File: config.mk
export PLATFORM = sky130hd
export DESIGN_NAME = credit_fifo
export DESIGN_NICKNAME = d
export VERILOG_FILES = /design/src/credit_fifo.sv
export VERILOG_INCLUDE_DIRS = /design/src
export SDC_FILE = /design/constraint.sdc
export NUM_CORES = 1
export LEC_CHECK = 0
export BUFFER_PORTS_ARGS = -buffer_cell sky130_fd_sc_hd__buf_4
export CAP_MARGIN = 20
export CORE_UTILIZATION = 60
export CTS_BUF_LIST = sky130_fd_sc_hd__clkbuf_4 sky130_fd_sc_hd__clkbuf_8
export CTS_CLUSTER_SIZE = 10
export DETAILED_ROUTE_END_ITERATION = 12
export HOLD_SLACK_MARGIN = 0.08
export PLACE_DENSITY_LB_ADDON = 0.08
export SYNTH_ARGS = -nofsm -noshare
export SYNTH_HDL_FRONTEND = slang
export SYNTH_SLANG_ARGS = --single-unit
File: constraint.sdc
create_clock -name clk -period 3.35 [get_ports clk]
set_input_delay 0.335 -clock clk [delete_from_list [all_inputs] [get_ports clk]]
set_output_delay 0.335 -clock clk [all_outputs]
set_load 0.01 [all_outputs]
File: src/ooo_cfg.svh
`ifndef OOO_CFG_SVH
`define OOO_CFG_SVH

// reorder buffer slots, one tag per slot
`define OOO_ROB_DEPTH 64

// architectural and physical register counts
`define OOO_ARCH_REGS 32
`define OOO_PHYS_REGS 64

// data path width
`define OOO_XLEN 32

// receive queue depth, also the sender's starting credit count
`define OOO_Q_DEPTH 4

// index widths derived from the counts above
`define OOO_TAG_W  $clog2(`OOO_ROB_DEPTH)
`define OOO_AREG_W $clog2(`OOO_ARCH_REGS)
`define OOO_PREG_W $clog2(`OOO_PHYS_REGS)

`endif
File: src/credit_fifo.sv
`default_nettype none

`include "ooo_cfg.svh"

module credit_fifo #(
    parameter type payload_t = logic [7:0],
    parameter int  DEPTH     = `OOO_Q_DEPTH
) (
    input  wire logic     clk,
    input  wire logic     rstn,
    input  wire logic     in_valid,
    input  wire payload_t in_data,
    output logic          out_valid,
    output payload_t      out_data,
    input  wire logic     pop,
    output logic          credit
);

    localparam int AW = (DEPTH > 1) ? $clog2(DEPTH) : 1;
    localparam int CW = $clog2(DEPTH + 1);

    payload_t          mem_q [DEPTH];
    logic [AW-1:0]     rd_ptr;
    logic [AW-1:0]     wr_ptr;
    logic [CW-1:0]     count_q;
    logic              do_pop;

    // wraps at DEPTH-1 so non power of two depths work too
    function automatic logic [AW-1:0] ptr_inc(input logic [AW-1:0] p);
        return (p == AW'(DEPTH - 1)) ? '0 : p + 1'b1;
    endfunction

    assign out_valid = (count_q != '0);
    assign out_data  = mem_q[rd_ptr];   // head shown combinationally
    assign do_pop    = pop && out_valid; // pop on empty is dropped

    // sender holds a credit per push, so no full check
    always_ff @(posedge clk) begin
        if (in_valid)
            mem_q[wr_ptr] <= in_data;
    end

    always_ff @(posedge clk or negedge rstn) begin
        if (!rstn) begin
            rd_ptr  <= '0;
            wr_ptr  <= '0;
            count_q <= '0;
            credit  <= 1'b0;
        end else begin
            if (in_valid)
                wr_ptr <= ptr_inc(wr_ptr);
            if (do_pop)
                rd_ptr <= ptr_inc(rd_ptr);
            count_q <= count_q + CW'(in_valid) - CW'(do_pop);
            credit  <= do_pop;          // one pulse per popped entry
        end
    end

endmodule

`default_nettype wire

==> impl_metrics.py, run 1 <==
metrics = {
    "timing": {
        "tns_ns": 0,
        "fin_crit_sh": 0.635,
        "fin_hold_ws_ns": 0.212,
        "skew_ns": 0.00381,
        "tightest_slew_ns": 0.566,
        "hold_viol": 0,
        "fmax_mhz": 470,
        "rsz0062_at_grt": "no",
        "fin_crit_ns": 2.13,
        "drv_slew": 0,
        "setup_viol": 0,
        "setup_ws_ns": 1.22,
        "relSlewSlack": 0.622,
    },
    "drt": {
        "drc": 0,
        "avgViaCountPerCell": 5.51,
        "ant_nets": 0,
        "first_pass_iters": 3,
        "wirelength_um": 2280,
        "drtIter0Drc": 17,
        "wire_per_inst_um": 16.7,
        "via_count": 755,
    },
    "logic_synthesis": {
        "ys_top_cells_by_area": "edfxtp_1, dfrtp_1, mux4_2",
        "synth_area_um2": 1610,
        "synth_nets": 100,
        "yosys_warnings": 0,
        "yosysTopAreaCell": "edfxtp_1",
        "synth.top_cell.area_share": 0.597,
        "synthCells": 80,
        "synthMuxAreaShare": 0.126,
        "synth_area_per_cell_um2": 20.1,
        "synthSimpleGateAreaFrac": 0.0295,
        "ys_seq_area_frac": 0.721,
        "synthAdderAreaFrac": 0.0668,
        "synth_top_family_by_area": "multiplexers",
        "synth_xor_xnor_area_share": 0.0109,
        "ys_ff_latch": 40,
        "synthDistinctLibCells": 17,
        "synth_compound_area_frac": 0.0194,
    },
    "final_layout": {
        "fin_nets": 127,
        "final_area_um2": 1850,
        "synthToLayoutAreaGrowth_pct": 15.0,
        "fin_cells": 137,
        "post-route-util": 0.741,
        "drive_gt1_frac": 0.364,
        "fill_cells": 163,
        "n_antenna_cell": 0,
    },
    "grt": {
        "antenna_found_initial": 0,
        "grt_max_degree": 12,
        "grt_usage": 0.197,
        "grt_pass1_wl_um": 3660,
        "grt_overflow": 0,
        "grt_pass1_vias": 843,
    },
    "cts": {
        "cts_resized": 0,
        "cts_sinks": 40,
        "cts_setup_buffers": 0,
        "cts_made_buffers": 5,
        "cts_tree": "built",
        "worstSkewPairLatency_ns": 0.32,
        "h-tree-depth": 2,
        "clk_path_buf_depth": 2,
        "clock-root-buffer": "clkbuf_4",
        "cts.clk_slew.worst_paths_ns": 0.10,
    },
    "worst_hold_path": {
        "worstHoldPathType": "in -> reg",
    },
    "power": {
        "powerDensity_nw_per_um2": 787,
        "ir_drop_mv": 0.574,
        "power_mw": 1.46,
        "leakagePower_nw": 0.710,
    },
    "critical_path": {
        "critPathArrivalTime_ns": 2.37,
        "critPathCaptureType": "flip-flop",
        "crit_type": "reg -> reg",
        "crit_required_ns": 3.59,
        "crit_fanout": 4,
        "startpoint_type": "flip-flop",
    },
    "die": {
        "start_util": 0.644,
        "die_w_um": 53.8,
        "row_count": 18,
        "dieHeight_um": 53.8,
        "io_pins": 22,
        "die_area_um2": 2890,
        "core_um2": 2500,
    },
    "place": {
        "dp.cells": 129,
        "place_hpwl_um": 1670,
        "gp_congestion": 0.642,
        "placed_cell_area_um2": 1790,
        "port_buffers": 21,
        "pre_cts_slack_ns": 1.21,
    },
    "run": {
        "maxCapViolations": 0,
    },
    "outcome": {
        "outcome": "finished, final reports clean",
    },
}
sequential cells by signal, summed over array words and instances, names as in the netlist:
signal   flops
mem_q       32
count_q      3
rd_ptr       2
wr_ptr       2
credit       1
critical path: stages, from the launching register on:
cell	delay, ns
dfrtp_1	0.46
o31ai_4	0.29
inv_1	0.09
ha_1	0.27
inv_1	0.06
ha_1	0.13
inv_1	0.05
fa_1	0.37
xnor2_1	0.18
xnor2_1	0.14
logic make-up after synthesis:
group                    Yosys count
buffers and inverters              9
multiplexers                      10
XOR/XNOR                           2
adder cells (fa/ha/maj)            8
flip-flops                        40
AO/OA/AOI/OAI                      3
AND/OR/NAND/NOR                    8
layout by cell type, fill, tap and decap left out, types with 2 or more instances in the layout:
cell type,instances
buf_4,21
and2_1,4
clkbuf_4,7
inv_1,7
xnor2_1,2
mux2_2,2
mux4_2,8
dfrtp_1,8
ha_1,7
edfxtp_1,32
o21ai_0,2
cell type report:
class                           instances  area, um^2  area share
Tap cell                               30        37.5      0.0203
Multi-Input combinational cell         31         407       0.220
Inverter                                7        26.3      0.0142
Sequential cell                        40        1160       0.627
Timing Repair Buffer                   22         168      0.0905
Clock buffer                            7        52.6      0.0284
power by group:
group          switching [mW]  internal [mW]
logic                   0.199          0.275
clock network           0.129         0.0955
registers               0.104          0.654
Yosys cell counts:
| library cell | number |
|---|---|
| or3_1 | 1 |
| nand2_1 | 1 |
| ha_1 | 7 |
| mux2_2 | 2 |
| dfrtp_1 | 8 |
| and2_1 | 4 |
| mux4_2 | 8 |
| edfxtp_1 | 32 |
| xnor2_1 | 2 |
| o31ai_4 | 1 |
| fa_1 | 1 |
| buf_6 | 1 |
| or3b_1 | 1 |
| clkbuf_2 | 1 |
| o21ai_0 | 2 |
| nor2_1 | 1 |
| inv_1 | 7 |
routing by layer:
metal | up-vias | GRT usage | part of all wire | routed length, um
li1 | 355 | - | - | -
met1 | 378 | 0.238 | 0.42 | 964
met2 | 20 | 0.335 | 0.52 | 1200
met3 | 2 | 0.0593 | 0.046 | 105
met4 | 0 | 0.0658 | 0.0066 | 15
met5 | - | 0 | 0 | 0
worst paths after layout:
check                                start     endpoint  slack (ns)  cells after the start
max in group asynchronous             rstn   count_q[0]        2.87                      2
worst max register to register  count_q[1]   count_q[2]        1.22                      9
worst min-delay path            in_data[7]  mem_q[0][7]        0.21                      1
worst min register to register  count_q[2]   count_q[2]        0.56                      1
min in group asynchronous             rstn   count_q[1]        0.36                      2
worst max-delay path            count_q[1]   count_q[2]        1.22                      9
repair_timing:
| action | in CTS | in global routing |
|---|---|---|
| endpoints found under the hold margin | 8 | 0 |
| hold buffers | 1 | 0 |
| setup endpoints to repair | 0 | 0 |
(Power assumes the default switching activity.)
==> run 2, diff against run 1 <==
CORE_UTILIZATION = 58   (was 60)
clock period = 2.2 ns   (was 3.35 ns; I/O delays follow)
==> run 2 against run 1 <==
Compared with the run above: combinational power grew 71%; global-route usage shrank 0.46 points; sequential power grew 52%; critical path depth is the same; clock skew grew 0.0067 ns; cell area grew 6.8%; via count grew 6.5%; largest cell class unchanged; highest routed layer unchanged.
==> impl_metrics.py, run 2 (same netlist as run 1, synthesis figures left out) <==
metrics = {
    "cts": {
        "cts.clk_slew.worst_paths_ns": 0.11,
        "clock-root-buffer": "clkbuf_4",
        "cts_sinks": 40,
        "h-tree-depth": 2,
        "clk_path_buf_depth": 2,
        "worstSkewPairLatency_ns": 0.34,
        "cts_made_buffers": 5,
        "cts_tree": "built",
    },
    "grt": {
        "grt_max_degree": 12,
        "grt_usage": 0.192,
        "antenna_found_initial": 0,
        "grt_overflow": 0,
        "grt_pass1_wl_um": 3590,
        "grt_pass1_vias": 800,
    },
    "final_layout": {
        "largest-register": "mem_q",
        "final_cell_mix": "edfxtp_1, buf_4, dlygate4sd3_1",
        "n_antenna_cell": 0,
        "fin_nets": 138,
        "register_area_um2": 1160,
        "reg_top3": "mem_q x32, count_q x3",
        "drive_gt1_frac": 0.378,
        "largest_reg_flops": 32,
        "final_common_cell": "edfxtp_1",
        "synthToLayoutAreaGrowth_pct": 22.8,
        "multi_input_area_um2": 414,
        "fill_cells": 156,
    },
    "timing": {
        "setup_ws_ns": 0.109,
        "tns_ns": 0,
        "tightest_slew_ns": 0.621,
        "hold_viol": 0,
        "drv_slew": 0,
        "skew_ns": 0.0105,
        "fin_crit_sh": 0.951,
        "fmax_mhz": 478,
        "setup_viol": 0,
        "fin_hold_ws_ns": 0.108,
        "fin_crit_ns": 2.09,
        "relSlewSlack": 0.586,
    },
    "critical_path": {
        "startpoint_type": "flip-flop",
        "reg2reg_to": "count_q[2]",
        "crit_end": "count_q[2]",
        "rrSetupSlack_ns": 0.11,
        "critPathArrivalTime_ns": 2.32,
        "crit_type": "reg -> reg",
        "crit_required_ns": 2.43,
        "critPathCaptureType": "flip-flop",
        "crit_fanout": 3,
        "critical_path.reg2reg.startpoint": "count_q[0]",
        "cp-startpoint": "count_q[0]",
        "r2r_cells": 9,
    },
    "place": {
        "pre_cts_slack_ns": 0.0803,
        "place_hpwl_um": 1580,
        "port_buffers": 21,
        "gp_congestion": 0.691,
    },
    "die": {
        "dieHeight_um": 54.7,
        "core_um2": 2540,
        "io_pins": 22,
        "start_util": 0.633,
        "row_count": 18,
        "die_area_um2": 2990,
        "die_w_um": 54.7,
    },
    "drt": {
        "first_pass_iters": 4,
        "wire_per_inst_um": 16.4,
        "drtIter0Drc": 16,
        "ant_nets": 0,
        "via_count": 804,
        "wirelength_um": 2450,
        "drc": 0,
        "avgViaCountPerCell": 5.40,
    },
    "worst_hold_path": {
        "min_path_cells": 2,
        "worstHoldPathType": "in -> reg",
    },
    "power": {
        "power_mw": 2.36,
        "powerDensity_nw_per_um2": 1200,
        "ir_drop_mv": 1.04,
        "leakagePower_nw": 0.770,
    },
    "outcome": {
        "outcome": "finished, final reports clean",
    },
    "run": {
        "maxCapViolations": 0,
    },
}
-- run 2: changes by cell type in the layout (fill, tap and decap cells not counted) --
cell	before	now
clkbuf_8	0	1
xnor2_2	0	1
xnor2_1	2	1
buf_4	21	24
dfrtp_1	8	7
dfrtp_2	0	1
dlygate4sd3_1	1	9
-- run 2: report_power, final --
part / leakage [nW] / switching (mW) / internal (mW)
combinational: 0.343 / 0.340 / 0.471
clock: 0.0394 / 0.216 / 0.183
sequential: 0.388 / 0.157 / 0.998
-- run 2: cell type report --
cell class              instances  share of cell area
repair buffers                 33               0.137
well taps                      30              0.0190
multi-input cells              31               0.209
inverters                       7              0.0133
clock buffers                   8              0.0335
flip-flops and latches         40               0.588
-- run 2: timing repair --
action	CTS	global route
setup buffers	0	3
hold endpoints to repair	40	0
endpoints found under the setup margin	0	1
resized for setup	0	2
hold buffers	9	0
-- run 2: metal layers --
metal  up-vias  wire (um)  GRT usage
met5         -          0          0
met3         8         95     0.0583
li1        377          -          -
met4         0         55      0.128
met2        21       1280      0.301
met1       398       1010      0.227
-- run 2: stage by stage --
stage,utilization,area [um^2],instances
after floorplan,-,1610,80
after global placement,0.703,1790,129
after detailed placement,0.703,1790,129
after CTS,0.765,1950,146
after global routing,0.777,1980,149
final,0.777,1980,149
-- run 2: critical path, stage by stage (launching register included) --
cell,delay [ns]
dfrtp_1,0.43
o31ai_4,0.26
inv_1,0.09
ha_1,0.28
inv_1,0.06
ha_1,0.13
inv_1,0.05
fa_1,0.40
xnor2_2,0.16
xnor2_1,0.13
-- run 2: worst min-delay path by stage --
stage | startpoint | endpoint | slack (ns)
floorplan | rstn | count_q[0] | -0.08
global placement | rstn | credit | 0.04
detailed placement | rstn | credit | 0.04
CTS | in_valid | wr_ptr[0] | 0.10
global route | in_valid | wr_ptr[0] | 0.11
finish | in_valid | wr_ptr[0] | 0.11
==> run 3, diff against run 2 <==
clock period = 2.4 ns   (was 2.2 ns; I/O delays follow)
==> run 3 against run 2 <==
Compared with the run above: utilization is 4.4 points lower; count of clock-buffer cells in the layout stayed put; cell area is 5.6% lower; wire length is 6.7% lower; critical path type unchanged.
==> impl_metrics.py, run 3 (same netlist as run 1, synthesis figures left out) <==
metrics = {
    "timing": {
        "tns_ns": 0,
        "hold_viol": 0,
        "fmax_mhz": 471,
        "skew_ns": 0.0108,
        "fin_crit_ns": 2.12,
        "tightest_slew_ns": 0.610,
        "rsz0062_at_grt": "no",
        "setup_ws_ns": 0.276,
        "drv_slew": 0,
        "relSlewSlack": 0.593,
        "fin_crit_sh": 0.885,
        "setup_viol": 0,
    },
    "grt": {
        "grt_pass1_wl_um": 3460,
        "grt_max_degree": 12,
        "antenna_found_initial": 0,
        "grt_overflow": 0,
        "grt_pass1_vias": 753,
        "grt_usage": 0.186,
    },
    "die": {
        "die_area_um2": 2990,
        "dieHeight_um": 54.7,
        "core_um2": 2540,
        "start_util": 0.633,
        "row_count": 18,
        "die_w_um": 54.7,
        "io_pins": 22,
    },
    "final_layout": {
        "drive_gt1_frac": 0.370,
        "largest-register": "mem_q",
        "reg_top3": "mem_q x32, count_q x3",
        "fill_cells": 155,
        "synthToLayoutAreaGrowth_pct": 15.9,
        "n_antenna_cell": 0,
        "fin_nets": 127,
        "final_cell_mix": "edfxtp_1, buf_4, mux4_2, dfrtp_1",
        "largest_reg_flops": 32,
        "fin_cells": 138,
        "final_common_cell": "edfxtp_1",
    },
    "critical_path": {
        "crit_type": "reg -> reg",
        "startpoint_type": "flip-flop",
        "crit_required_ns": 2.63,
        "critPathArrivalTime_ns": 2.36,
        "critPathCaptureType": "flip-flop",
        "crit_fanout": 4,
    },
    "place": {
        "port_buffers": 21,
        "place_hpwl_um": 1580,
        "dp.cells": 129,
        "gp_congestion": 0.691,
        "pre_cts_slack_ns": 0.280,
    },
    "cts": {
        "worstSkewPairLatency_ns": 0.34,
        "cts_tree": "built",
        "cts_setup_buffers": 0,
        "cts_sinks": 40,
        "clock-root-buffer": "clkbuf_4",
        "h-tree-depth": 2,
        "clk_path_buf_depth": 2,
        "cts.clk_slew.worst_paths_ns": 0.11,
        "cts_made_buffers": 5,
    },
    "power": {
        "leakagePower_nw": 0.717,
        "power_mw": 2.09,
        "powerDensity_nw_per_um2": 1120,
        "ir_drop_mv": 0.967,
    },
    "drt": {
        "drc": 0,
        "via_count": 749,
        "first_pass_iters": 4,
        "avgViaCountPerCell": 5.43,
        "ant_nets": 0,
        "wire_per_inst_um": 16.5,
        "drtIter0Drc": 14,
        "wirelength_um": 2280,
    },
    "run": {
        "maxCapViolations": 0,
    },
    "worst_hold_path": {
        "worstHoldPathType": "in -> reg",
    },
    "outcome": {
        "outcome": "finished, final reports clean",
    },
}
run 3: cell count changes in the layout (fill, tap and decap cells not counted):
cell,delta
dfrtp_1,+1
buf_4,-3
dfrtp_2,-1
dlygate4sd3_1,-8
xnor2_2,-1
xnor2_1,+1
run 3: report_power, final:
part	leakage [nW]	internal (mW)	switching, mW
Clock	0.0394	0.167	0.199
Combinational	0.289	0.383	0.274
Sequential	0.389	0.913	0.152
Total	0.717	1.46	0.624
run 3: layout make-up:
type / instances / area (um^2) / area share
flip-flops and latches: 40 / 1160 / 0.622
multi-input cells: 31 / 407 / 0.218
repair buffers: 22 / 168 / 0.0899
clock buffers: 8 / 66.3 / 0.0355
well taps: 30 / 37.5 / 0.0201
inverters: 7 / 26.3 / 0.0141
run 3: routing by layer:
layer	share of wire	track usage	wire, um
met2	0.51	0.289	1150
met4	0.017	0.128	38
met5	0	0	0
met3	0.047	0.0583	107
met1	0.43	0.219	983
run 3: stage by stage:
stage / area [um^2] / hold WS [ns] / util
2_1_floorplan: 1610 / -0.0556 / -
3_3_place_gp: 1790 / 0.0608 / 0.703
3_5_place_dp: 1790 / 0.0626 / 0.703
4_1_cts: 1870 / 0.0840 / 0.733
5_1_grt: 1870 / 0.0829 / 0.733
6_report: 1870 / 0.0948 / 0.733
run 3: what timing repair did:
item,4_1_cts,5_1_grt
hold buffers,1,0
gates resized for setup,0,0
hold endpoints to repair,8,0
run 3: critical path: stages (launching register included):
cell,delay [ns]
dfrtp_1,0.47
o31ai_4,0.29
inv_1,0.10
ha_1,0.28
inv_1,0.06
ha_1,0.14
inv_1,0.05
fa_1,0.37
xnor2_1,0.14
xnor2_1,0.13
run 3: path summary, 6_finish.rpt:
check	start	endpoint	slack (ns)	depth (start not counted)
setup / recovery	count_q[1]	count_q[2]	0.28	9
hold / removal	in_data[1]	mem_q[2][1]	0.09	1
setup reg to reg	count_q[1]	count_q[2]	0.28	9
hold reg to reg	count_q[2]	count_q[2]	0.56	1
max in group asynchronous	rstn	wr_ptr[0]	2.04	2
min in group asynchronous	rstn	credit	0.24	2
