### src/ooo_cfg.svh
`ifndef OOO_CFG_SVH
`define OOO_CFG_SVH

// reorder buffer slots, one tag per slot
`define OOO_ROB_DEPTH 64

// architectural and physical register counts
`define OOO_ARCH_REGS 32
`define OOO_PHYS_REGS 64

// data path width
`define OOO_XLEN 32

// receive queue depth, also the sender's starting credit count
`define OOO_Q_DEPTH 4

// index widths derived from the counts above
`define OOO_TAG_W  $clog2(`OOO_ROB_DEPTH)
`define OOO_AREG_W $clog2(`OOO_ARCH_REGS)
`define OOO_PREG_W $clog2(`OOO_PHYS_REGS)

`endif
### src/ooo_pkg.sv
`default_nettype none

`include "ooo_cfg.svh"

package ooo_pkg;

    typedef logic [`OOO_TAG_W-1:0]  rob_tag_t;   // rob slot
    typedef logic [`OOO_AREG_W-1:0] arch_reg_t;
    typedef logic [`OOO_PREG_W-1:0] phys_reg_t;
    typedef logic [`OOO_XLEN-1:0]   xword_t;

    // dispatch channel payload
    typedef struct packed {
        xword_t    pc;
        arch_reg_t arch;
        logic      has_dest;     // low for stores and branches
    } dispatch_pl_t;

    // completion channel payload, tagged by rob slot
    typedef struct packed {
        rob_tag_t tag;
        xword_t   data;
    } complete_pl_t;

    // one rob storage word
    typedef struct packed {
        xword_t    pc;
        arch_reg_t arch;
        phys_reg_t new_phys;
        phys_reg_t old_phys;     // freed at retire
        logic      has_dest;
        xword_t    data;
    } rob_entry_t;

endpackage

`default_nettype wire

### src/rename_map.sv
`default_nettype none

`include "ooo_cfg.svh"

module rename_map (
    input  wire logic              clk,
    input  wire logic              rstn,
    input  wire logic              alloc,
    input  wire ooo_pkg::arch_reg_t alloc_arch,
    input  wire logic              alloc_has_dest,
    output logic                   free_avail,
    output ooo_pkg::phys_reg_t     new_phys,
    output ooo_pkg::phys_reg_t     old_phys,
    input  wire logic              release0_valid,
    input  wire ooo_pkg::phys_reg_t release0_phys,
    input  wire logic              release1_valid,
    input  wire ooo_pkg::phys_reg_t release1_phys
);

    import ooo_pkg::*;

    localparam int ARCH     = `OOO_ARCH_REGS;
    localparam int FL_DEPTH = `OOO_PHYS_REGS - `OOO_ARCH_REGS;
    localparam int FL_AW    = $clog2(FL_DEPTH);

    phys_reg_t          map_q  [ARCH];
    phys_reg_t          free_q [FL_DEPTH];
    logic [FL_AW-1:0]   fl_head;
    logic [FL_AW-1:0]   fl_tail;
    logic [FL_AW:0]     fl_count;
    logic               take;
    logic [1:0]         n_rel;

    assign free_avail = (fl_count != '0);
    assign new_phys   = free_q[fl_head];
    assign old_phys   = map_q[alloc_arch];   // mapping being replaced

    // stores and branches leave the map and free list alone
    assign take  = alloc && alloc_has_dest && free_avail;
    assign n_rel = {1'b0, release0_valid} + {1'b0, release1_valid};

    // list depth is a power of two, pointers wrap on their own
    always_ff @(posedge clk or negedge rstn) begin
        if (!rstn) begin
            for (int i = 0; i < ARCH; i++)
                map_q[i] <= phys_reg_t'(i);          // identity map
            for (int i = 0; i < FL_DEPTH; i++)
                free_q[i] <= phys_reg_t'(ARCH + i);  // upper half free
            fl_head  <= '0;
            fl_tail  <= '0;
            fl_count <= FL_DEPTH[FL_AW:0];
        end else begin
            if (take) begin
                map_q[alloc_arch] <= free_q[fl_head];
                fl_head           <= fl_head + 1'b1;
            end

            // up to two pushes, slot 0 first
            if (release0_valid)
                free_q[fl_tail] <= release0_phys;
            if (release1_valid)
                free_q[fl_tail + FL_AW'(release0_valid)] <= release1_phys;

            fl_tail  <= fl_tail + FL_AW'(n_rel);
            fl_count <= fl_count + (FL_AW + 1)'(n_rel) - (FL_AW + 1)'(take);
        end
    end

endmodule

`default_nettype wire

### config.mk
export PLATFORM = sky130hd
export DESIGN_NAME = rename_map
export DESIGN_NICKNAME = d
export VERILOG_FILES = /design/src/ooo_pkg.sv /design/src/rename_map.sv
export VERILOG_INCLUDE_DIRS = /design/src
export SDC_FILE = /design/constraint.sdc
export NUM_CORES = 1
export LEC_CHECK = 0
export BUFFER_PORTS_ARGS = -buffer_cell sky130_fd_sc_hd__buf_4
export CAP_MARGIN = 30
export CORE_MARGIN = 10
export CORE_UTILIZATION = 45
export DETAILED_ROUTE_END_ITERATION = 6
export PLACE_DENSITY_LB_ADDON = 0.12
export SYNTH_ARGS = -nofsm -noshare
export SYNTH_HDL_FRONTEND = slang
export SYNTH_SLANG_ARGS = --single-unit
### constraint.sdc
create_clock -name clk -period 3.5 [get_ports clk]
set_input_delay 0.175 -clock clk [delete_from_list [all_inputs] [get_ports clk]]
set_output_delay 0.175 -clock clk [all_outputs]
set_load 0.03 [all_outputs]
==> results of run 1 <==
## worst min path at each step
stage	from	end	slack, ns
finish	release1_phys[3]	free_q[111]	0.02
global route	release1_phys[5]	free_q[101]	0.03
CTS	release1_phys[0]	free_q[156]	0.0002
detailed placement	rstn	free_q[13]	0.13
global placement	rstn	free_q[44]	0.13
floorplan	rstn	fl_count[0]	-0.12
## routing by layer
metal | vias up | global-route usage (%) | share of wire, % | routed length [um]
met1 | 6964 | 29.2 | 49 | 27500
met4 | 0 | 5.65 | 2.4 | 1340
met2 | 280 | 29.0 | 43 | 24200
met5 | - | 0 | 0 | 0
li1 | 6118 | - | - | -
met3 | 82 | 3.99 | 5.0 | 2810
## state kept, by name, indices dropped and copies added (netlist names)
register  cells
fl_count      6
free_q      192
fl_head       5
map_q       192
fl_tail       5
## cell type report
class                   count  area [um^2]  share of cell area, %
clock buffers              74         1430                   5.98
clock inverters            14          163                  0.681
inverters                  16         60.1                  0.251
multi-input cells        1136        10500                   43.9
flip-flops and latches    400        10300                   42.9
well taps                 615          769                   3.22
repair buffers             78          718                   3.01
## report_power, final
part	total, mW	leakage, nW	internal [mW]	switching [mW]
registers	8.11	4.67	7.03	1.08
logic	8.74	4.61	3.96	4.78
clock network	5.00	0.786	3.02	1.98
## per-stage QoR
| stage | cells | worst slack (ns) | total power [mW] | util [%] |
|---|---|---|---|---|
| detailed placement | 2243 | 0.525 | 16.9 | 46.8 |
| global route | 2333 | 0.0463 | 23.1 | 50.2 |
| CTS | 2333 | 0.0990 | 22.0 | 50.2 |
| finish | 2333 | 0.146 | 21.9 | 50.2 |
| floorplan | 1669 | 0.673 | 14.6 | - |
| global placement | 2243 | 0.544 | 16.6 | 46.8 |
## critical path, stage by stage, from the launching register on
cell and delay (ns):
sky130_fd_sc_hd__dfrtp_4 0.62, sky130_fd_sc_hd__buf_12 0.34, sky130_fd_sc_hd__buf_4 0.25, sky130_fd_sc_hd__mux2i_1 0.12, sky130_fd_sc_hd__a22oi_2 0.26, sky130_fd_sc_hd__a21oi_1 0.16, sky130_fd_sc_hd__nor4_4 0.29, sky130_fd_sc_hd__buf_12 0.25
sky130_fd_sc_hd__buf_4 0.20
## what timing repair did
item                       CTS  global route
hold buffers                 2             0
setup endpoints to repair    0             2
setup buffers                0             0
gates resized for setup      0             2
hold endpoints to repair    67             0
## Yosys cell counts (2+ instances only)
cell type	count	area share (%)
sky130_fd_sc_hd__buf_6	27	1.4
sky130_fd_sc_hd__o21ai_0	32	0.74
sky130_fd_sc_hd__xnor2_1	6	0.24
sky130_fd_sc_hd__nor3b_1	3	0.10
sky130_fd_sc_hd__or3b_2	3	0.12
sky130_fd_sc_hd__a21oi_1	63	1.5
sky130_fd_sc_hd__nor2_1	91	1.6
sky130_fd_sc_hd__and3b_1	2	0.081
sky130_fd_sc_hd__buf_1	5	0.087
sky130_fd_sc_hd__nor4_4	6	0.59
sky130_fd_sc_hd__a21o_1	2	0.070
sky130_fd_sc_hd__dfstp_2	193	24
sky130_fd_sc_hd__nand2b_1	4	0.12
sky130_fd_sc_hd__nand3b_1	6	0.21
sky130_fd_sc_hd__mux2i_1	176	8.2
sky130_fd_sc_hd__and2_1	4	0.12
sky130_fd_sc_hd__fa_1	2	0.19
sky130_fd_sc_hd__a22oi_1	61	2.1
sky130_fd_sc_hd__clkbuf_1	58	1.0
sky130_fd_sc_hd__inv_1	15	0.26
sky130_fd_sc_hd__mux4_2	48	5.0
sky130_fd_sc_hd__nand3_1	13	0.30
sky130_fd_sc_hd__dfrtp_1	207	24
sky130_fd_sc_hd__a22oi_2	6	0.35
sky130_fd_sc_hd__ha_1	15	0.87
sky130_fd_sc_hd__or2_1	2	0.058
sky130_fd_sc_hd__a211oi_1	4	0.14
sky130_fd_sc_hd__nor2b_1	12	0.35
sky130_fd_sc_hd__xor2_1	5	0.20
sky130_fd_sc_hd__mux2_2	385	20
sky130_fd_sc_hd__nand2_1	87	1.5
sky130_fd_sc_hd__o21ai_1	16	0.37
sky130_fd_sc_hd__buf_4	4	0.14
sky130_fd_sc_hd__mux2_1	38	2.0
sky130_fd_sc_hd__nor3_1	12	0.28
sky130_fd_sc_hd__buf_2	19	0.44
sky130_fd_sc_hd__and3_1	5	0.15
sky130_fd_sc_hd__or2_2	4	0.12
sky130_fd_sc_hd__nor2_2	4	0.12
sky130_fd_sc_hd__buf_12	3	0.28
sky130_fd_sc_hd__nand4_1	7	0.20
## logic make-up (layout without fill, tap and decap cells)
logic type,Yosys count,after routing,share of synthesized area (%)
AO/OA/AOI/OAI,193,193,5.72
XOR/XNOR,11,11,0.447
adder cells (fa/ha/maj),17,17,1.06
buffers and inverters,133,182,3.72
flip-flops,400,400,47.6
multiplexers,647,647,35.3
AND/OR/NAND/NOR,268,268,6.13
==> results by stage, run 1 <==
STA:
- The final sum of negative setup slack is 0 ns.
- The final hold slack is 0.0222 ns.
- Dividing the final minimum period by the clock period gives between 90 and 100%.
- The number of setup violations in the final report is 0.
- The relative max-transition margin is 43.5%.
- Setup repair after global routing left no endpoint under its margin.
- For this run, the top clock speed supported by timing is about 300 MHz.
- For the pin with the worst max-slew slack, the measured transition is about 0.85 ns.
- The final count of hold timing violations is 0.
- The final setup skew is 0.0139 ns.
- The routed design could run at a clock period as short as ~3.4 ns.
- The count of pins over their slew limit is 0.

Global routing:
- The first global-routing pass estimated ~90 mm of wire.
- The initial antenna violation count is 0.
- The overflow left after global routing is 0.
- Across every metal layer, demand over resource in global routing totals roughly a fifth.
- The via count of the first global-routing pass is 14118.
- The maximum number of pins on one net before global-route repair is 103.

Worst setup path:
- The signal arrival time at the worst endpoint is ~3.2 ns.
- The startpoint-to-endpoint class of the critical path is flop to primary output.
- The most critical setup path has its endpoint at new_phys[4].
- STA classifies the critical path endpoint as a primary output.
- In this run the worst path has a maximum fanout of 44.
- The startpoint identified for the worst register-to-register timing path is fl_count[5].
- The critical register-to-register path endpoint is map_q[80].
- The slack of the worst reg-to-reg path is between 0.5 and 0.6 ns.
- For the worst flop-to-flop path, the logic depth is 7.
- Data on the critical path is required at its endpoint by between 3 and 4 ns.
- The worst setup path startpoint is fl_head[1].
- STA classifies the critical path startpoint as a flop.

Route:
- Detailed routing inserted a total of between 10000 and 15000 vias.
- The vias per cell is 5.76.
- In the routed design, unresolved DRC markers number 0.
- The post-detailed-routing wire length is about 56 mm.
- The post-detailed-route wirelength per cell is roughly 24 um.
- For this block, the initial DRC count from the detailed router was 917.
- The detailed-routing iteration count for the pre-antenna-repair pass is 5.
- The residual antenna-violating net count after detailed routing is 0.

Placed design:
- Once placement finished, the instance area stood at roughly 0.022 mm^2.
- The final weighted congestion in routability-driven placement is 0.838.
- Port buffering added 35 buffers.
- The wire-length estimate of the detail-placed layout is 35.4 mm.

Pwr:
- The areal power density over the cells is between 900 and 1000 mW/mm^2.
- Across the VDD grid, the largest voltage drop is between 0.7 and 0.8 mV.
- For this design the static power due to leakage is 10.1 nW.

Yosys:
- After technology mapping, the gate count stands at between 1500 and 2000.
- Synthesis produced a netlist with a net count of ~1700.
- The number of synthesized register bits is 400.
- The number of synthesis warnings is 0.
- The netlist uses 55 different library cells.
- In the synthesized netlist the dominant register cell turns out to be sky130_fd_sc_hd__dfrtp_1.
- The number of enable flip-flop cells after synthesis is 0.
- A synthesized cell averages roughly 13 um^2.
- The sequential-to-total area share from yosys stat is between 40% and 50%.
- For this run, asynchronously set or reset flops after synthesis account for 100%.
- After synthesis the cells add up to ~0.022 mm^2.

Finish:
- The finished cells cover ~0.024 mm^2.
- The commonest non-fill, non-tap cell in the layout is sky130_fd_sc_hd__mux2_2.
- The library cells used most frequently in the layout, excluding fill and tap cells, are sky130_fd_sc_hd__mux2_2, sky130_fd_sc_hd__dfrtp_1, sky130_fd_sc_hd__dfstp_2.
- The net total in the final layout is between 1500 and 2000.
- The area growth from synthesis to layout is 10.9%.
- The number of antenna cells inserted is 0.
- The filler cells instantiated in the layout total 4126.
- Cells with a size suffix above 1 make up between 40% and 50% of the layout.

Floorplanning:
- The boundary pin count is 36.
- From left edge to right edge, the die measures ~240 um.
- From bottom edge to top edge, the die measures 239 um.
- The region available for standard cell placement spans 0.0475 mm^2.
- The initial cell density of the core is between 40% and 50%.
- The die area is 0.0570 mm^2.
- The count of standard-cell rows is 80.

CTS:
- The clock passes through at most 3 buffers.
- The cell at the root of the clock tree is sky130_fd_sc_hd__clkbuf_16.
- The clock slew at the register clock pins of the worst setup and hold paths is approximately 0.060 ns.
- At the later pin of the worst-skew pair, clock insertion delay measures ~0.59 ns.
- The TritonCTS clock tree is built.
- The H-tree was split into 2 levels.
- The number of buffers added by the clock tree synthesis step is 47.
- CTS saw 400 sinks.

Min path:
- The instance count along the most critical hold path is 3.
- The path category of the worst min-delay check is input port to flop.

Outcome:
- The flow ran to the end, and the final reports show no timing, DRC or antenna violations.

Flow run:
- The max-capacitance violation count is 0.
Power figures use the tool's default switching activity.
==> run 2: changes to the inputs <==
--- a/config.mk
+++ b/config.mk
@@ -12,6 +12,7 @@
 export CORE_UTILIZATION = 45
 export DETAILED_ROUTE_END_ITERATION = 6
 export PLACE_DENSITY_LB_ADDON = 0.12
+export SETUP_SLACK_MARGIN = 0.2
 export SYNTH_ARGS = -nofsm -noshare
 export SYNTH_HDL_FRONTEND = slang
 export SYNTH_SLANG_ARGS = --single-unit
==> results by stage, run 2 (same netlist as run 1, synthesis figures left out) <==
STA:
- The relative max-transition margin is 42.5% (-0.96 points).
- The final setup skew came to 0.0173 ns (+0.00339 ns).
- The clock period minus worst slack is 3.22 ns (-0.132 ns).
- The final hold slack is 0.0246 ns (+0.00241 ns).
- The number of setup violations in the final report is 0 (unchanged).
- The worst-margin pin slew was 0.860 ns (+0.0144 ns).
- The count of pins over their slew limit is 0 (unchanged).
- The achievable frequency is 310 MHz (+4.1%).
- Setup repair after global routing left no endpoint under its margin.
- The share of the clock period used by the worst path after layout came to 92.1% (-3.8 points).
- The smallest setup slack after layout is 0.278 ns (+0.132 ns).
- The final sum of negative setup slack is 0 ns (unchanged).
- The final count of hold timing violations is 0 (unchanged).

Worst setup path:
- The slack of the worst reg-to-reg path was 0.51 ns (about the same).
- The endpoint kind of the worst setup timing path is a primary output.
- In this run the critical register-to-register path is captured at map_q[80].
- The signal arrival time at the worst endpoint is 3.05 ns (-0.13 ns).
- The number of cell instances on the worst register-to-register path is 7 (unchanged).
- The required time at the endpoint of the critical path was 3.32 ns (about the same).
- The top fanout value on the critical path is 33 (-25%).
- The element type at the critical path start is a flop.
- The launch instance of the worst register-to-register path is fl_count[5].
- The critical path in this run is classified as flop to primary output.

CTS:
- The number of buffers added by the clock tree synthesis step is 47 (unchanged).
- The cell at the root of the clock tree is sky130_fd_sc_hd__clkbuf_16.
- The maximum level of the CTS H-tree is 2 (unchanged).
- The clock sink count came to 400 (unchanged).
- The clock slew at the register clock pins of the worst setup and hold paths is 0.06 ns (about the same).
- The buffer levels on the longest clock path is 3 (unchanged).
- The clock insertion delay at the later pin of the skew report is 0.59 ns (about the same).
- The TritonCTS clock tree is built.

Placed design:
- The half-perimeter wire length after detailed placement is 35.4 mm (unchanged).
- The final weighted congestion in routability-driven placement is 0.838 (unchanged).
- The post-placement worst setup slack is 0.525 ns (unchanged).
- The area after detailed placement is 0.0223 mm^2 (unchanged).
- The number of buffer cells added on primary ports is 35 (unchanged).

Pwr:
- The leakage power came to 10.1 nW (about the same).
- The areal power density over the cells is 916 mW/mm^2 (about the same).
- The maximum ir drop on the vdd rail is 0.754 mV (-0.99%).

Route:
- The residual antenna-violating net count after detailed routing was 0 (unchanged).
- The detailed-routing iteration count for the pre-antenna-repair pass is 5 (unchanged).
- The post-detailed-routing wire length is 55.9 mm (about the same).
- The vias per cell came to 5.77 (about the same).
- The post-detailed-route wirelength per cell is 23.9 um (about the same).
- The number of DRC markers after the initial detailed-route iteration is 932 (+1.6%).
- The total number of vias is 13463 (+0.14%).
- The DRC violation count after routing is 0 (unchanged).

Floorplanning:
- The count of standard-cell rows is 80 (unchanged).
- The boundary pin count is 36 (unchanged).
- The area of the placeable core is 0.0475 mm^2 (unchanged).
- The initial cell density of the core is 45.3% (unchanged).
- The die height is 239 um (unchanged).
- The width of the die is 239 um (unchanged).
- The die area is 0.0570 mm^2 (unchanged).

Global routing:
- The maximum number of pins on one net before global-route repair was 103 (unchanged).
- The initial antenna violation count is 0 (unchanged).
- The via count of the first global-routing pass is 14129 (+0.078%).
- The overflow left after global routing came to 0 (unchanged).
- The all-layer global routing usage is 19.9% (+0.022 points).
- The global-route wire length before repair is 88.0 mm (+0.12%).

Finish:
- The final core utilization is 50.3% (about the same).
- The number of antenna cells inserted is 0 (unchanged).
- The share of cells above drive strength 1 came to 47.1% (+0.089 points).
- The library cell used most frequently in the layout, excluding fill and tap cells, is sky130_fd_sc_hd__mux2_2.
- The largest registers in the layout are free_q (192), map_q (192), fl_count (6).
- The library cells used most frequently in the layout, excluding fill and tap cells, are sky130_fd_sc_hd__mux2_2, sky130_fd_sc_hd__dfrtp_1, sky130_fd_sc_hd__dfstp_2.
- The design area was 0.0239 mm^2 (about the same).
- The area growth from synthesis to layout is 11.0% (about the same).
- The net total in the final layout is 1720 (+0.058%).

Min path:
- The instance count along the most critical hold path was 3 (unchanged).
- The path with the worst hold slack has its endpoint at free_q[97].
- The source of the worst hold timing path is release1_phys[1].
- The path class of the tightest hold or removal check is input port to flop.

Flow run:
- The max-capacitance violation count was 0 (unchanged).

Outcome:
- The run finished with clean final reports.
## run 2: cell count changes in the layout (fill, tap and decap cells not counted), sizes merged
cell	before	now
buf	76	77
## run 2: timing repair
item / in CTS / in global routing
resized for setup: 4 / 0
hold endpoints to repair: 67 / 0
buffers inserted: 1 / 0
setup endpoints to repair: 4 / 0
hold buffers: 2 / 0
## run 2: worst max path at each step
stage | depth (start not counted) | slack, ns | endpoint | from
floorplan | 13 | 0.67 | fl_count[4] | fl_count[2]
global placement | 7 | 0.54 | map_q[83] | fl_count[5]
detailed placement | 7 | 0.53 | map_q[59] | fl_count[5]
CTS | 8 | 0.34 | new_phys[4] | fl_head[1]
global route | 7 | 0.23 | new_phys[5] | fl_head[0]
finish | 7 | 0.28 | new_phys[5] | fl_head[0]
## run 2: power breakdown
group | switching [mW] | leakage, nW | internal, mW
Combinational | 4.84 | 4.62 | 3.98
Sequential | 1.04 | 4.67 | 7.03
Clock | 1.98 | 0.786 | 3.02
## run 2: area by class of cell
cell class | instances | area (um^2)
inverters | 16 | 60.1
fillers | 4121 | 23600
clock inverters | 14 | 163
flip-flops and latches | 400 | 10300
clock buffers | 74 | 1430
multi-input cells | 1136 | 10500
repair buffers | 79 | 733
well taps | 615 | 769
## run 2: per-stage QoR
stage	power (mW)	instances
floorplan	14.6	1669
global placement	16.6	2243
detailed placement	16.9	2243
CTS	22.0	2334
global route	23.2	2334
finish	21.9	2334
## run 2: critical path, stage by stage (launching register included)
cell and delay [ns]:
sky130_fd_sc_hd__dfrtp_1 0.47, sky130_fd_sc_hd__and2_1 0.42, sky130_fd_sc_hd__buf_4 0.35, sky130_fd_sc_hd__a22oi_1 0.19, sky130_fd_sc_hd__a21oi_1 0.49, sky130_fd_sc_hd__nor4_4 0.06
sky130_fd_sc_hd__buf_6 0.20, sky130_fd_sc_hd__buf_4 0.22
## run 2: metal layers
metal	up-vias	global-route usage, %	share of wire, %	wire, um
met3	81	3.92	5.4	3040
met5	-	0	0	0
met2	320	29.0	43	24300
li1	6126	-	-	-
met4	0	5.65	2.4	1340
met1	6936	29.3	49	27300
==> run 3: changes to the inputs <==
==> constraint.sdc (replaced) <==
create_clock -name clk -period 4.15 [get_ports clk]
set_input_delay 0.2075 -clock clk [delete_from_list [all_inputs] [get_ports clk]]
set_output_delay 0.2075 -clock clk [all_outputs]
set_load 0.03 [all_outputs]
==> results by stage, run 3 (same netlist as run 1, synthesis figures left out) <==
Worst setup path:
- The required time at the endpoint of the critical path is 3.94 ns (+0.62 ns).
- The signal on the critical path passes through buf_12, mux2i_1, a22oi_1, a21oi_1, nor4_4, buf_4, buf_4.
- The longest individual stage delay on the worst path is 0.64 ns (+0.15 ns).
- The critical-path cell with the highest stage delay is sky130_fd_sc_hd__dfrtp_4.
- The endpoint kind of the worst setup timing path is a primary output.
- The critical register-to-register path endpoint is map_q[74].
- The slack of the worst reg-to-reg path is 1.16 ns (+0.65 ns).
- The startpoint-to-endpoint class of the critical path is flop to primary output.
- The top fanout value on the critical path was 58 (+76%).
- The element type at the critical path start is a flop.
- The signal arrival time at the worst endpoint was 3.34 ns (+0.29 ns).
- Counting stages on the worst path, the most repeated cell is sky130_fd_sc_hd__buf_4.
- The combined buffer and inverter count along the critical path was 3 (unchanged).
- The startpoint identified for the worst register-to-register timing path is fl_count[5].
- Broken down by cell family, the worst path's largest delay share belongs to buffers and inverters.
- The number of cell instances on the worst register-to-register path is 7 (unchanged).

Finish:
- The area growth from synthesis to layout is 10.0%.
- The library cell used most frequently in the layout, excluding fill and tap cells, is sky130_fd_sc_hd__mux2_2.
- The number of filler cells placed in the layout is 4135 (+0.34%).
- The largest registers in the layout are free_q (192), map_q (192), fl_count (6).
- The net total in the final layout was 1705 (-0.87%).
- The design area is 0.0237 mm^2 (-0.89%).
- The final core utilization is 49.8% (-0.45 points).
- The number of antenna cells inserted was 0 (unchanged).
- The top cell types in the final layout, fill and taps aside, are sky130_fd_sc_hd__mux2_2, sky130_fd_sc_hd__dfrtp_1, sky130_fd_sc_hd__dfstp_2.
- The share of cells above drive strength 1 is 46.7% (-0.38 points).

STA:
- The relative max-transition margin is 42.6% (+0.082 points).
- The clock period minus worst slack is roughly 3.5 ns.
- The number of setup violations in the final report is 0 (unchanged).
- The final sum of negative setup slack is 0 ns (unchanged).
- The worst-margin pin slew came to 0.861 ns (+0.000626 ns).
- Derived from the worst setup path, the maximum achievable clock frequency is 282 MHz.
- Setup repair after global routing left no endpoint under its margin.
- The final hold slack is 0.0419 ns (+0.0173 ns).
- The final count of hold timing violations is 0 (unchanged).
- The count of pins over their slew limit was 0 (unchanged).
- The final setup skew is 0.0366 ns (+0.0193 ns).
- The share of the clock period used by the worst path after layout is roughly 85%.

CTS:
- The buffer levels on the longest clock path came to 3 (unchanged).
- The setup fix buffers added after clock tree synthesis is 0 (-1).
- The clock insertion delay at the later pin of the skew report was 0.60 ns (about the same).
- The maximum level of the CTS H-tree is 2 (unchanged).
- The clock sink count was 400 (unchanged).
- TritonCTS built the clock tree.
- The cell at the root of the clock tree is sky130_fd_sc_hd__clkbuf_16.
- The number of buffers added by the clock tree synthesis step is 46 (-2.1%).
- The clock slew at the register clock pins of the worst setup and hold paths is 0.06 ns (about the same).

Floorplanning:
- The count of standard-cell rows is 80 (unchanged).
- The initial cell density of the core was 45.3% (unchanged).
- The boundary pin count is 36 (unchanged).
- The die area is 0.0570 mm^2 (unchanged).
- The die height is 239 um (unchanged).
- The width of the die is 239 um (unchanged).
- The area of the placeable core is 0.0475 mm^2 (unchanged).

Pwr:
- The areal power density over the cells is 765 mW/mm^2 (-17%).
- The maximum ir drop on the vdd rail is 0.427 mV (-43%).
- The leakage power is 9.95 nW (-1.2%).
- The sum of internal, switching and leakage power is 18.1 mW (-17%).

Global routing:
- The overflow left after global routing is 0 (unchanged).
- The initial antenna violation count was 0 (unchanged).
- The global-route wire length before repair came to 87.7 mm (-0.26%).
- The all-layer global routing usage is 19.8% (-0.077 points).
- The maximum number of pins on one net before global-route repair is 103 (unchanged).
- The via count of the first global-routing pass came to 14061 (-0.48%).

Placed design:
- The final weighted congestion in routability-driven placement was 0.870 (+3.8%).
- The area after detailed placement came to 0.0221 mm^2 (-0.69%).
- The half-perimeter wire length after detailed placement was 35.6 mm (+0.47%).
- The number of buffer cells added on primary ports was 35 (unchanged).

Route:
- The number of DRC markers after the initial detailed-route iteration was 979 (+5.0%).
- The post-detailed-route wirelength per cell is 24.0 um (+0.19%).
- The vias per cell is 5.79 (+0.33%).
- The residual antenna-violating net count after detailed routing is 0 (unchanged).
- The post-detailed-routing wire length is 55.6 mm (-0.50%).
- The detailed-routing iteration count for the pre-antenna-repair pass was 6 (+1).
- The DRC violation count after routing is 0 (unchanged).
- The total number of vias is 13415 (-0.36%).

Min path:
- The path with the worst hold slack has its endpoint at free_q[156].
- The source of the worst hold timing path is release1_phys[0].
- The instance count along the most critical hold path is 3 (unchanged).
- The path class of the tightest hold or removal check is input port to flop.

Flow run:
- The max-capacitance violation count was 0 (unchanged).

Outcome:
- The flow ran to the end, and the final reports show no timing, DRC or antenna violations.
-- run 3: cell count changes in the layout (fill, tap and decap cells not counted), sizes merged --
cell / change
dlygate4sd3: -1
bufinv: +1
inv: +1
buf: -13
clkinv: +1
clkinvlp: +3
clkbuf: -8
-- run 3: worst max-delay path by stage --
stage | startpoint | to | slack (ns) | cells past startpoint
after floorplan | fl_count[2] | fl_count[4] | 1.32 | 13
after global placement | fl_count[5] | map_q[75] | 1.20 | 7
after detailed placement | fl_count[5] | map_q[74] | 1.15 | 7
after CTS | fl_head[1] | new_phys[5] | 0.60 | 7
after global routing | fl_head[1] | new_phys[5] | 0.50 | 7
final | fl_head[1] | new_phys[5] | 0.60 | 7
-- run 3: area by class of cell --
cell class              count  area [um^2]  share of cell area, %
clock inverters            20          251                   1.06
well taps                 615          769                   3.25
multi-input cells        1136        10500                   44.3
clock buffers              66         1320                   5.56
repair buffers             65          548                   2.31
flip-flops and latches    400        10300                   43.3
inverters                  16         60.1                  0.254
-- run 3: stage by stage --
stage / instances / setup slack, ns
after global routing: 2318 / 0.500
final: 2318 / 0.604
after detailed placement: 2231 / 1.15
after global placement: 2231 / 1.20
after CTS: 2318 / 0.601
after floorplan: 1669 / 1.32
-- run 3: tightest hold or removal path: cells and delay by family --
kind | cells | cell delay [ns]
buffers and inverters | 1 | 0.25
and+or+nand+nor | 1 | 0.10
AOI/OAI and AO/OA | 1 | 0.07
-- run 3: per-layer routing --
layer	GRT usage [%]	up-vias	wire, um
li1	-	6096	-
met3	3.37	75	2920
met2	29.1	299	24400
met1	29.4	6945	27100
met5	0	-	0
met4	5.77	0	1190
-- run 3: timing repair --
item | CTS | global route
resized for setup | 0 | 0
endpoints found under the hold margin | 50 | 0
hold buffers | 1 | 0
-- run 3: power by group --
| part | switching (mW) | total [mW] | internal (mW) |
|---|---|---|---|
| combinational | 3.91 | 7.07 | 3.16 |
| sequential | 0.921 | 6.84 | 5.92 |
| clock | 1.72 | 4.20 | 2.48 |
| total | 6.55 | 18.1 | 11.6 |
